`src/source/apb_i2c_regmap_pkg.sv`:
```
`default_nettype none

package apb_i2c_regmap_pkg;

	// word address, taken from paddr[7:2]
	typedef logic [5:0] reg_addr_t;

	////////////////////
	// register map
	////////////////////
	localparam reg_addr_t ADDR_PRER_LO = 6'd0; // prescale low byte
	localparam reg_addr_t ADDR_PRER_HI = 6'd1; // prescale high byte
	localparam reg_addr_t ADDR_CTR     = 6'd2; // control
	localparam reg_addr_t ADDR_TXR     = 6'd3; // transmit, write side
	localparam reg_addr_t ADDR_RXR     = 6'd4; // receive, read only
	localparam reg_addr_t ADDR_CR      = 6'd5; // command
	localparam reg_addr_t ADDR_SR      = 6'd6; // status, read only

	// command register bits
	localparam int CR_STA  = 7; // start before the byte
	localparam int CR_STO  = 6; // stop after the byte
	localparam int CR_RD   = 5;
	localparam int CR_WR   = 4;
	localparam int CR_ACK  = 3; // ack level sent on a read
	localparam int CR_IACK = 0; // clears the irq flag

	// control register bits
	localparam int CTR_EN  = 7;
	localparam int CTR_IEN = 6;

	// status register bits
	localparam int SR_RXACK = 7; // ack seen from slave
	localparam int SR_TIP   = 1; // transfer in progress
	localparam int SR_IF    = 0; // irq flag

	localparam logic [15:0] PRER_RESET = 16'hFFFF; // slowest scl out of reset

endpackage

`default_nettype wire

```
`src/source/i2c_proto_pkg.sv`:
```
`default_nettype none

package i2c_proto_pkg;

	////////////////////
	// widths
	////////////////////
	localparam int PRESCALE_W = 16; // prescale count
	localparam int BYTE_W     = 8;
	localparam int BIT_CNT_W  = 3;  // counts 7 down to 0

	typedef logic [PRESCALE_W-1:0] prescale_t;
	typedef logic [BYTE_W-1:0]     byte_t;
	typedef logic [3:0]            bit_cmd_t;

	////////////////////
	// bit commands, one-hot
	////////////////////
	localparam bit_cmd_t CMD_NOP   = 4'b0000;
	localparam bit_cmd_t CMD_START = 4'b0001;
	localparam bit_cmd_t CMD_STOP  = 4'b0010;
	localparam bit_cmd_t CMD_WRITE = 4'b0100;
	localparam bit_cmd_t CMD_READ  = 4'b1000;

	// four phases per bit, start has five
	typedef enum logic [4:0] {
		idle,
		start_a, start_b, start_c, start_d, start_e,
		stop_a, stop_b, stop_c, stop_d,
		rd_a, rd_b, rd_c, rd_d,
		wr_a, wr_b, wr_c, wr_d
	} bit_phase_e;

	// byte level sequencing
	typedef enum logic [2:0] {ST_IDLE, ST_START, ST_WRITE, ST_READ, ST_ACK, ST_STOP} byte_state_e;

endpackage

`default_nettype wire
```
`src/source/apb_i2c_master.sv`:
```
`timescale 1ns/10ps
`default_nettype none

module apb_i2c_master
(
	input  logic        clk,
	input  logic        rst,
	input  logic        psel_i,
	input  logic        penable_i,
	input  logic        pwrite_i,
	input  logic [31:0] paddr_i,
	input  logic [31:0] pwdata_i,
	input  logic        scl_i,
	input  logic        sda_i,
	output logic        pready_o,
	output logic [31:0] prdata_o,
	output logic        scl_oen_o, // open drain, low pulls the line
	output logic        sda_oen_o,
	output logic        i2c_irq_o
);

	import i2c_proto_pkg::*;

	// register block to byte level
	logic      core_en;
	prescale_t prescale;
	byte_t     tx_byte;
	byte_t     rx_byte;
	logic      sta;
	logic      sto;
	logic      rd;
	logic      wr;
	logic      ack_bit;
	logic      done;
	logic      rx_ack;

	// byte level to bit level
	bit_cmd_t  bit_cmd;
	logic      bit_txd;
	logic      bit_ack;
	logic      bit_rxd;
	logic      phase_en;
	logic      ld;
	logic      shift;
	logic      cnt_done;

	apb_i2c_regs u_regs
	(
		.clk        (clk),
		.rst        (rst),
		.psel_i     (psel_i),
		.penable_i  (penable_i),
		.pwrite_i   (pwrite_i),
		.addr_i     (paddr_i[7:2]), // byte address to word
		.wdata_i    (pwdata_i[7:0]),
		.done_i     (done),
		.rx_ack_i   (rx_ack),
		.rx_byte_i  (rx_byte),
		.pready_o   (pready_o),
		.rdata_o    (prdata_o),
		.core_en_o  (core_en),
		.i2c_irq_o  (i2c_irq_o),
		.prescale_o (prescale),
		.tx_byte_o  (tx_byte),
		.sta_o      (sta),
		.sto_o      (sto),
		.rd_o       (rd),
		.wr_o       (wr),
		.ack_o      (ack_bit)
	);

	i2c_byte_ctrl u_byte_ctrl
	(
		.clk        (clk),
		.rst        (rst),
		.sta_i      (sta),
		.sto_i      (sto),
		.rd_i       (rd),
		.wr_i       (wr),
		.ack_i      (ack_bit),
		.bit_ack_i  (bit_ack),
		.bit_rxd_i  (bit_rxd),
		.cnt_done_i (cnt_done),
		.sr_msb_i   (rx_byte[7]),
		.done_o     (done),
		.rx_ack_o   (rx_ack),
		.bit_cmd_o  (bit_cmd),
		.bit_txd_o  (bit_txd),
		.ld_o       (ld),
		.shift_o    (shift)
	);

	i2c_clk_div u_clk_div
	(
		.clk        (clk),
		.rst        (rst),
		.core_en_i  (core_en),
		.prescale_i (prescale),
		.phase_en_o (phase_en)
	);

	i2c_bit_seq u_bit_seq
	(
		.clk        (clk),
		.rst        (rst),
		.phase_en_i (phase_en),
		.bit_cmd_i  (bit_cmd),
		.txd_i      (bit_txd),
		.scl_i      (scl_i),
		.sda_i      (sda_i),
		.bit_ack_o  (bit_ack),
		.rxd_o      (bit_rxd),
		.scl_oen_o  (scl_oen_o),
		.sda_oen_o  (sda_oen_o)
	);

	// shared tx and rx byte
	i2c_shift_reg u_shift_reg
	(
		.clk         (clk),
		.rst         (rst),
		.ld_i        (ld),
		.shift_i     (shift),
		.load_byte_i (tx_byte),
		.rxd_i       (bit_rxd),
		.data_o      (rx_byte),
		.cnt_done_o  (cnt_done)
	);

endmodule

`default_nettype wire

```
`src/source/apb_i2c_regs.sv`:
```
`timescale 1ns/10ps
`default_nettype none

module apb_i2c_regs
(
	input  logic                          clk,
	input  logic                          rst,
	input  logic                          psel_i,
	input  logic                          penable_i,
	input  logic                          pwrite_i,
	input  apb_i2c_regmap_pkg::reg_addr_t addr_i,     // word address
	input  i2c_proto_pkg::byte_t          wdata_i,
	input  logic                          done_i,     // byte command finished
	input  logic                          rx_ack_i,
	input  i2c_proto_pkg::byte_t          rx_byte_i,
	output logic                          pready_o,
	output logic [31:0]                   rdata_o,
	output logic                          core_en_o,
	output logic                          i2c_irq_o,  // flag gated by ien
	output i2c_proto_pkg::prescale_t      prescale_o,
	output i2c_proto_pkg::byte_t          tx_byte_o,
	output logic                          sta_o,
	output logic                          sto_o,
	output logic                          rd_o,
	output logic                          wr_o,
	output logic                          ack_o
);

	import i2c_proto_pkg::*;
	import apb_i2c_regmap_pkg::*;

	prescale_t prer;
	byte_t     ctr;
	byte_t     txr;
	byte_t     cr;
	byte_t     sr;
	byte_t     rd_byte;
	logic      wr_en;
	logic      rd_en;
	logic      rxack;
	logic      tip;
	logic      irq_flag; // sticky until iack

	assign wr_en    = psel_i & penable_i & pwrite_i; // access phase only
	assign rd_en    = psel_i & penable_i & ~pwrite_i;
	assign pready_o = 1'b1; // no wait states

	////////////////////
	// writable registers
	////////////////////
	always_ff @(posedge clk or posedge rst)
	begin
		if (rst)
		begin
			prer <= PRER_RESET;
			ctr  <= '0;
			txr  <= '0;
		end
		else if (wr_en)
		begin
			case (addr_i)
				ADDR_PRER_LO: prer[7:0]  <= wdata_i;
				ADDR_PRER_HI: prer[15:8] <= wdata_i;
				ADDR_CTR:     ctr        <= wdata_i;
				ADDR_TXR:     txr        <= wdata_i;
				default: ;
			endcase
		end
	end

	// command register, clears itself
	always_ff @(posedge clk or posedge rst)
	begin
		if (rst)
			cr <= '0;
		else if (wr_en && addr_i == ADDR_CR)
		begin
			if (ctr[CTR_EN])
				cr <= wdata_i; // dropped while core disabled
		end
		else
		begin
			if (done_i)
				cr[CR_STA:CR_WR] <= '0; // sta sto rd wr
			cr[2:1]     <= 2'b00; // reserved
			cr[CR_IACK] <= 1'b0;
		end
	end

	////////////////////
	// status and irq
	////////////////////
	always_ff @(posedge clk or posedge rst)
	begin
		if (rst)
		begin
			rxack     <= 1'b0;
			tip       <= 1'b0;
			irq_flag  <= 1'b0;
			i2c_irq_o <= 1'b0;
		end
		else
		begin
			rxack     <= rx_ack_i;
			tip       <= rd_o | wr_o;
			irq_flag  <= (done_i | irq_flag) & ~cr[CR_IACK];
			i2c_irq_o <= irq_flag & ctr[CTR_IEN];
		end
	end

	always_comb
	begin
		sr           = '0; // busy and al read zero
		sr[SR_RXACK] = rxack;
		sr[SR_TIP]   = tip;
		sr[SR_IF]    = irq_flag;

		case (addr_i)
			ADDR_PRER_LO: rd_byte = prer[7:0];
			ADDR_PRER_HI: rd_byte = prer[15:8];
			ADDR_CTR:     rd_byte = ctr;
			ADDR_TXR:     rd_byte = txr;
			ADDR_RXR:     rd_byte = rx_byte_i;
			ADDR_CR:      rd_byte = cr;
			ADDR_SR:      rd_byte = sr;
			default:      rd_byte = '0;
		endcase
		rdata_o = rd_en ? {24'h0, rd_byte} : 32'h0; // zero outside a read
	end

	assign core_en_o  = ctr[CTR_EN];
	assign prescale_o = prer;
	assign tx_byte_o  = txr;
	assign sta_o      = cr[CR_STA];
	assign sto_o      = cr[CR_STO];
	assign rd_o       = cr[CR_RD];
	assign wr_o       = cr[CR_WR];
	assign ack_o      = cr[CR_ACK];

endmodule

`default_nettype wire

```
`src/source/i2c_byte_ctrl.sv`:
```
`timescale 1ns/10ps
`default_nettype none

module i2c_byte_ctrl
(
	input  logic                    clk,
	input  logic                    rst,
	input  logic                    sta_i,      // command bits from CR
	input  logic                    sto_i,
	input  logic                    rd_i,
	input  logic                    wr_i,
	input  logic                    ack_i,      // ack level to send after a read
	input  logic                    bit_ack_i,  // bit command finished
	input  logic                    bit_rxd_i,
	input  logic                    cnt_done_i, // 8th bit
	input  logic                    sr_msb_i,   // next bit to write
	output logic                    done_o,     // byte command complete
	output logic                    rx_ack_o,
	output i2c_proto_pkg::bit_cmd_t bit_cmd_o,
	output logic                    bit_txd_o,
	output logic                    ld_o,
	output logic                    shift_o
);

	import i2c_proto_pkg::*;

	byte_state_e state;
	byte_state_e state_nxt;
	logic        go;

	// bit command that belongs to a byte state
	function automatic bit_cmd_t cmd_for(input byte_state_e s, input logic rd);
		case (s)
			ST_START: return CMD_START;
			ST_WRITE: return CMD_WRITE;
			ST_READ:  return CMD_READ;
			ST_ACK:   return rd ? CMD_WRITE : CMD_READ; // opposite direction
			ST_STOP:  return CMD_STOP;
			default:  return CMD_NOP;
		endcase
	endfunction

	// new command, not the one just finished
	assign go = (rd_i | wr_i | sto_i) & ~done_o;

	////////////////////
	// next state
	////////////////////
	always_comb
	begin
		state_nxt = state;
		case (state)
			ST_IDLE:
				if (go)
					state_nxt = sta_i ? ST_START : rd_i ? ST_READ : wr_i ? ST_WRITE : ST_STOP;
			ST_START:
				if (bit_ack_i)
					state_nxt = rd_i ? ST_READ : ST_WRITE;
			ST_WRITE, ST_READ:
				if (bit_ack_i && cnt_done_i)
					state_nxt = ST_ACK; // 8 bits sent or taken
			ST_ACK:
				if (bit_ack_i)
					state_nxt = sto_i ? ST_STOP : ST_IDLE;
			ST_STOP:
				if (bit_ack_i)
					state_nxt = ST_IDLE;
			default: state_nxt = ST_IDLE;
		endcase
	end

	always_ff @(posedge clk or posedge rst)
	begin
		if (rst)
		begin
			state     <= ST_IDLE;
			bit_cmd_o <= CMD_NOP;
			bit_txd_o <= 1'b0;
			ld_o      <= 1'b0;
			shift_o   <= 1'b0;
			done_o    <= 1'b0;
			rx_ack_o  <= 1'b0;
		end
		else
		begin
			state     <= state_nxt;
			bit_cmd_o <= cmd_for(state_nxt, rd_i); // held as a level
			ld_o      <= ((state == ST_IDLE) & go) | ((state == ST_START) & bit_ack_i);
			shift_o   <= bit_ack_i & (((state == ST_WRITE) & ~cnt_done_i) | (state == ST_READ));
			done_o    <= bit_ack_i & (((state == ST_ACK) & ~sto_i) | (state == ST_STOP));

			if (state == ST_ACK)
				bit_txd_o <= bit_ack_i | ack_i; // sda released once ack bit is out
			else if (state == ST_READ && bit_ack_i)
				bit_txd_o <= ack_i; // master ack for the read byte
			else
				bit_txd_o <= sr_msb_i;

			if (state == ST_ACK && bit_ack_i)
				rx_ack_o <= bit_rxd_i; // slave ack on write, own ack on read
		end
	end

endmodule

`default_nettype wire

```
`src/source/i2c_bit_seq.sv`:
```
`timescale 1ns/10ps
`default_nettype none

module i2c_bit_seq
(
	input  logic                    clk,
	input  logic                    rst,
	input  logic                    phase_en_i, // step one phase
	input  i2c_proto_pkg::bit_cmd_t bit_cmd_i,  // level, taken in idle
	input  logic                    txd_i,      // bit to write
	input  logic                    scl_i,
	input  logic                    sda_i,
	output logic                    bit_ack_o,  // command finished, one clk
	output logic                    rxd_o,      // sda at scl rise
	output logic                    scl_oen_o,  // active low, 0 pulls scl down
	output logic                    sda_oen_o   // active low, 0 pulls sda down
);

	import i2c_proto_pkg::*;

	logic [1:0] scl_q; // two flop sync
	logic [1:0] sda_q;
	logic       scl_d; // for rise detect
	bit_phase_e phase;
	bit_phase_e phase_nxt;
	logic       scl_nxt;
	logic       sda_nxt;
	logic       last_phase;

	////////////////////
	// bus line sync
	////////////////////
	always_ff @(posedge clk or posedge rst)
	begin
		if (rst)
		begin
			scl_q <= 2'b11; // released bus reads high
			sda_q <= 2'b11;
			scl_d <= 1'b1;
		end
		else
		begin
			scl_q <= {scl_q[0], scl_i};
			sda_q <= {sda_q[0], sda_i};
			scl_d <= scl_q[1];
		end
	end

	always_ff @(posedge clk)
	begin
		if (scl_q[1] & ~scl_d)
			rxd_o <= sda_q[1]; // data valid while scl high
	end

	////////////////////
	// phase sequencer
	////////////////////
	always_comb
	begin
		case (phase)
			idle:
			begin
				case (bit_cmd_i)
					CMD_START: phase_nxt = start_a;
					CMD_STOP:  phase_nxt = stop_a;
					CMD_WRITE: phase_nxt = wr_a;
					CMD_READ:  phase_nxt = rd_a;
					default:   phase_nxt = idle; // nop
				endcase
			end
			start_a: phase_nxt = start_b;
			start_b: phase_nxt = start_c;
			start_c: phase_nxt = start_d;
			start_d: phase_nxt = start_e;
			stop_a:  phase_nxt = stop_b;
			stop_b:  phase_nxt = stop_c;
			stop_c:  phase_nxt = stop_d;
			rd_a:    phase_nxt = rd_b;
			rd_b:    phase_nxt = rd_c;
			rd_c:    phase_nxt = rd_d;
			wr_a:    phase_nxt = wr_b;
			wr_b:    phase_nxt = wr_c;
			wr_c:    phase_nxt = wr_d;
			default: phase_nxt = idle; // start_e, stop_d, rd_d, wr_d
		endcase

		// scl high in the middle of each bit
		case (phase)
			start_b, start_c, start_d, stop_b, stop_c, stop_d,
			rd_b, rd_c, wr_b, wr_c:                     scl_nxt = 1'b1;
			start_e, stop_a, rd_a, rd_d, wr_a, wr_d:   scl_nxt = 1'b0;
			default:                                    scl_nxt = scl_oen_o; // idle, start_a
		endcase

		case (phase)
			start_a, start_b, stop_d, rd_a, rd_b, rd_c, rd_d: sda_nxt = 1'b1; // released
			start_c, start_d, start_e, stop_a, stop_b, stop_c: sda_nxt = 1'b0;
			wr_a, wr_b, wr_c, wr_d:                            sda_nxt = txd_i;
			default:                                           sda_nxt = sda_oen_o; // hold
		endcase
	end

	assign last_phase = phase inside {start_e, stop_d, rd_d, wr_d};

	always_ff @(posedge clk or posedge rst)
	begin
		if (rst)
		begin
			phase     <= idle;
			bit_ack_o <= 1'b0;
			scl_oen_o <= 1'b1;
			sda_oen_o <= 1'b1;
		end
		else
		begin
			bit_ack_o <= phase_en_i & last_phase; // after last phase edge
			if (phase_en_i)
			begin
				phase     <= phase_nxt;
				scl_oen_o <= scl_nxt;
				sda_oen_o <= sda_nxt;
			end
		end
	end

endmodule

`default_nettype wire

```
`src/source/i2c_shift_reg.sv`:
```
`timescale 1ns/10ps
`default_nettype none

module i2c_shift_reg
(
	input  logic                 clk,
	input  logic                 rst,
	input  logic                 ld_i,        // load tx byte and restart count
	input  logic                 shift_i,     // one bit done
	input  i2c_proto_pkg::byte_t load_byte_i,
	input  logic                 rxd_i,       // sampled sda
	output i2c_proto_pkg::byte_t data_o,      // msb goes out first
	output logic                 cnt_done_o
);

	import i2c_proto_pkg::*;

	logic [BIT_CNT_W-1:0] cnt; // bits left after the current one

	// tx and rx share the same register
	always_ff @(posedge clk or posedge rst)
	begin
		if (rst)
			data_o <= '0; // rxr reads zero out of reset
		else if (ld_i)
			data_o <= load_byte_i;
		else if (shift_i)
			data_o <= {data_o[BYTE_W-2:0], rxd_i}; // rx enters at lsb
	end

	always_ff @(posedge clk or posedge rst)
	begin
		if (rst)
			cnt <= '0;
		else if (ld_i)
			cnt <= '1; // 7
		else if (shift_i)
			cnt <= cnt - 1'b1;
	end

	assign cnt_done_o = (cnt == '0); // last bit of the byte

endmodule

`default_nettype wire

```
`src/source/i2c_clk_div.sv`:
```
`timescale 1ns/10ps
`default_nettype none

module i2c_clk_div
(
	input  logic                     clk,
	input  logic                     rst,
	input  logic                     core_en_i,
	input  i2c_proto_pkg::prescale_t prescale_i, // phase period minus one
	output logic                     phase_en_o  // one clk wide, 4 per scl period
);

	import i2c_proto_pkg::*;

	prescale_t cnt; // down counter

	always_ff @(posedge clk or posedge rst)
	begin
		if (rst)
		begin
			cnt        <= '0;
			phase_en_o <= 1'b1;
		end
		else if (cnt == '0 || !core_en_i)
		begin
			cnt        <= prescale_i; // reload, also while disabled
			phase_en_o <= 1'b1;
		end
		else
		begin
			cnt        <= cnt - 1'b1;
			phase_en_o <= 1'b0;
		end
	end

endmodule

`default_nettype wire

```
`config.mk`:
```
export PLATFORM = sky130hd
export DESIGN_NAME = apb_i2c_master
export DESIGN_NICKNAME = d
export VERILOG_FILES = /design/src/source/apb_i2c_regmap_pkg.sv /design/src/source/i2c_proto_pkg.sv /design/src/source/apb_i2c_master.sv /design/src/source/apb_i2c_regs.sv /design/src/source/i2c_byte_ctrl.sv /design/src/source/i2c_bit_seq.sv /design/src/source/i2c_shift_reg.sv /design/src/source/i2c_clk_div.sv
export SDC_FILE = /design/constraint.sdc
export NUM_CORES = 1
export LEC_CHECK = 0
export ABC_AREA = 1
export BUFFER_PORTS_ARGS = -buffer_cell sky130_fd_sc_hd__buf_2
export CAP_MARGIN = 40
export CORE_MARGIN = 2
export CORE_UTILIZATION = 50
export CTS_CLUSTER_SIZE = 12
export DETAILED_ROUTE_END_ITERATION = 10
export PLACE_DENSITY = 0.85
export SYNTH_ARGS = -nofsm -noshare
export SYNTH_HDL_FRONTEND = slang
export SYNTH_SLANG_ARGS = --single-unit
```
`constraint.sdc`:
```
create_clock -name clk -period 2.95 [get_ports clk]
set_clock_uncertainty 0.1 [all_clocks]
set_input_delay 0.295 -clock clk [delete_from_list [all_inputs] [get_ports clk]]
set_output_delay 0.295 -clock clk [all_outputs]
set_load 0.02 [all_outputs]
```
==> qor.txt <==
# Max-Cap Violations -> 0
Synth Instances -> 686
Async SR Flop Fraction -> 0.990
Rel. slew slack -> 0.572
critical-path cell list -> buf_2, nor2_2, nand3_1, o21ai_0, nor2_1, a21oi_1, buf_2
Hold Crit Class -> input pin to flip-flop
pwr/cell area -> 648 mW/mm^2
die outline width -> 107 um
Root Driver -> clkbuf_8
vias in the first global route -> 4133
number of buffers and inverters on the critical path -> 2
cell area after synthesis -> 0.00530 mm^2
Worst-Skew Late Latency -> 380 ps
n_diodes -> 0
antenna viol nets, final -> 0
FP Rows -> 37
Top FF cell, synth -> dfrtp_1
compound-gate portion of the synthesized area -> 0.115
leakage -> 2.81 nW
slowest cell on the critical path -> nor2_2
routed wire length -> 11200 um
GRT Total Usage -> 0.214
startpoint types -> input pin
post-synthesis mux area share -> 0.00213
Total Power -> 3.68 mW
Sequential Area -> 0.00249 mm^2
multi-input logic area -> 0.00233 mm^2
EDFF count, synth -> 1
Crit path top cell by count -> buf_2
#FFs+latches synth -> 98
critical path class -> input pin to output port
iteration count of the initial detailed-routing pass -> 5
WL/cell -> 13.1 um
CTS clock-pin slew for the worst setup and hold paths -> 100 ps
Num CTS Buffers -> 9
Fillers -> 941
Max Root-Sink Buffers -> 2
Synth top area share -> 0.345
Worst EP arrival -> 2020 ps
unrepaired setup endpoints after global routing -> false
CTS tree -> built
Vias/cell -> 5.18
Post-Synth XOR/XNOR Area -> 0.0165
pin count of the biggest net entering global routing -> 53
Layout Nets -> 790
main combinational cell family by area after synthesis -> simple AND/OR/NAND/NOR gates
CORE AREA -> 0.0103 mm^2
vias -> 4439
commonest non-fill, non-tap cell in the layout -> nand2_1
first-pass GRT wire length -> 19400 um
leading post-synthesis cells by cell area -> dfrtp_1, nand2_1, dfstp_2
Area Growth Syn to Fin -> 7.06%
setup_tns -> 0 ps
Period minus WS final -> 2410 ps
Post-Synth Adder-Cell Area -> 0.00708
status -> completed
sequential share of the synthesized area -> 0.469
final core occ -> 0.550
post-synth cell types -> 37
worst-path maximum fanout -> 12
layout cell share with drive strength beyond 1 -> 0.136
period utilisation layout -> 0.818
port buffer count -> 31
commonest cells after routing, fill and taps aside -> nand2_1, nor2_1, dfrtp_1
die area -> 0.0114 mm^2
area leader, netlist -> dfrtp_1
Final Wtd Congestion -> 0.932
Top delay family on crit path -> simple AND/OR/NAND/NOR gates
drc violations -> 0
endpoints failing setup -> 0
Syn Area/Cell -> 7.72 um^2
Starting DRT DRC Count -> 351
Slew Limit Fails -> 0
grt total ovfl -> 0
Tightest Pin Transition -> 642 ps
number of H-tree levels -> 3
initial antenna violation count -> 0
Fmax -> 414 MHz
Worst VDD drop -> 401 uV
WP data required -> 2560 ps
post-synthesis simple-gate area fraction -> 0.281
num ports -> 107
CP max stage delay -> 400 ps
final hold violations -> 0
Initial Util -> 0.513
die height -> 107 um
Worst setup EP type -> output port
Synth Warn # -> 0
clock sink count -> 98
Hold WS -> 159 ps
HPWL after DPL -> 8160 um
post-CTS sizing -> 0
[synthesized netlist by cell type, types with 4 or more instances]
library cell	count
a21oi_1	13
o211ai_1	4
nor3_1	6
dfstp_2	24
buf_4	27
inv_2	6
clkbuf_1	5
nand4_1	7
a22oi_1	5
o21ai_2	8
xnor2_1	4
nor2_1	77
xor2_1	6
inv_1	71
nand2_1	189
nand3_1	61
o21ai_0	61
o21ai_1	6
buf_2	4
dfrtp_1	73
[worst min-delay path, stage by stage]
cell and delay [ps]:
buf_2 80, inv_1 90, o21ai_2 140
[cell type report]
type | instances | share of cell area
clock buffer | 9 | 0.0218
clock inverter | 7 | 0.00970
inverter | 77 | 0.0514
multi-input combinational | 494 | 0.411
sequential | 98 | 0.438
tap | 136 | 0.0300
timing repair buffer | 36 | 0.0375
[path summary, 6_finish.rpt]
path                                         start  depth (start not counted)  slack (ps)                    end
worst max-delay path                    paddr_i[7]                          7         540            prdata_o[0]
worst min-delay path                   pwdata_i[6]                          3         160          u_regs.ctr[6]
worst max register to register    u_clk_div.cnt[0]                         11         690      u_clk_div.cnt[13]
worst min register to register  u_bit_seq.scl_q[0]                          0         260     u_bit_seq.scl_q[1]
max in group asynchronous                      rst                          4        1580  u_regs.prescale_o[10]
min in group asynchronous                      rst                          3         460     u_bit_seq.phase[3]
[through the flow]
stage | area, um^2 | setup WS, ps | cells
CTS | 5670 | 631 | 857
finish | 5670 | 537 | 857
detailed placement | 5460 | 640 | 838
global route | 5670 | 458 | 857
global placement | 5460 | 667 | 838
floorplan | 5390 | 61.0 | 709
[power breakdown]
group / internal [mW] / leakage [nW] / total [mW] / switching (mW)
clock network: 0.312 / 0.0874 / 0.800 / 0.488
logic: 0.381 / 1.47 / 1.15 / 0.766
registers: 1.56 / 1.25 / 1.73 / 0.165
total: 2.26 / 2.81 / 3.68 / 1.42
[routing by layer]
metal,wire length [um],GRT usage
met2,5170,0.343
met1,5090,0.294
met4,308,0.0733
met5,0,0
met3,647,0.0419
[sequential cells by signal (all words and copies together), names as in the netlist, 2 cells and up]
name / cells
u_bit_seq.scl_q: 2
u_byte_ctrl.state: 3
u_byte_ctrl.bit_cmd_o: 4
u_regs.tx_byte_o: 8
u_bit_seq.sda_q: 2
u_shift_reg.cnt: 3
u_clk_div.cnt: 16
u_regs.cr: 8
u_regs.ctr: 8
u_regs.prescale_o: 16
u_bit_seq.phase: 5
u_shift_reg.data_o: 8
[logic make-up (layout without fill, tap and decap cells)]
kind of cell | count (synthesis) | after routing
mux | 1 | 1
flops | 98 | 98
xor+xnor | 10 | 10
simple gates | 349 | 349
other cells | 2 | 25
buf+inv | 117 | 129
fa+ha+maj | 3 | 3
compound gates | 106 | 106
[what timing repair did]
action                    in CTS  in global routing
setup buffers                  0                  0
hold buffers                   3                  0
hold endpoints to repair      46                  0
Note: power is estimated with default switching activity, not from simulation.
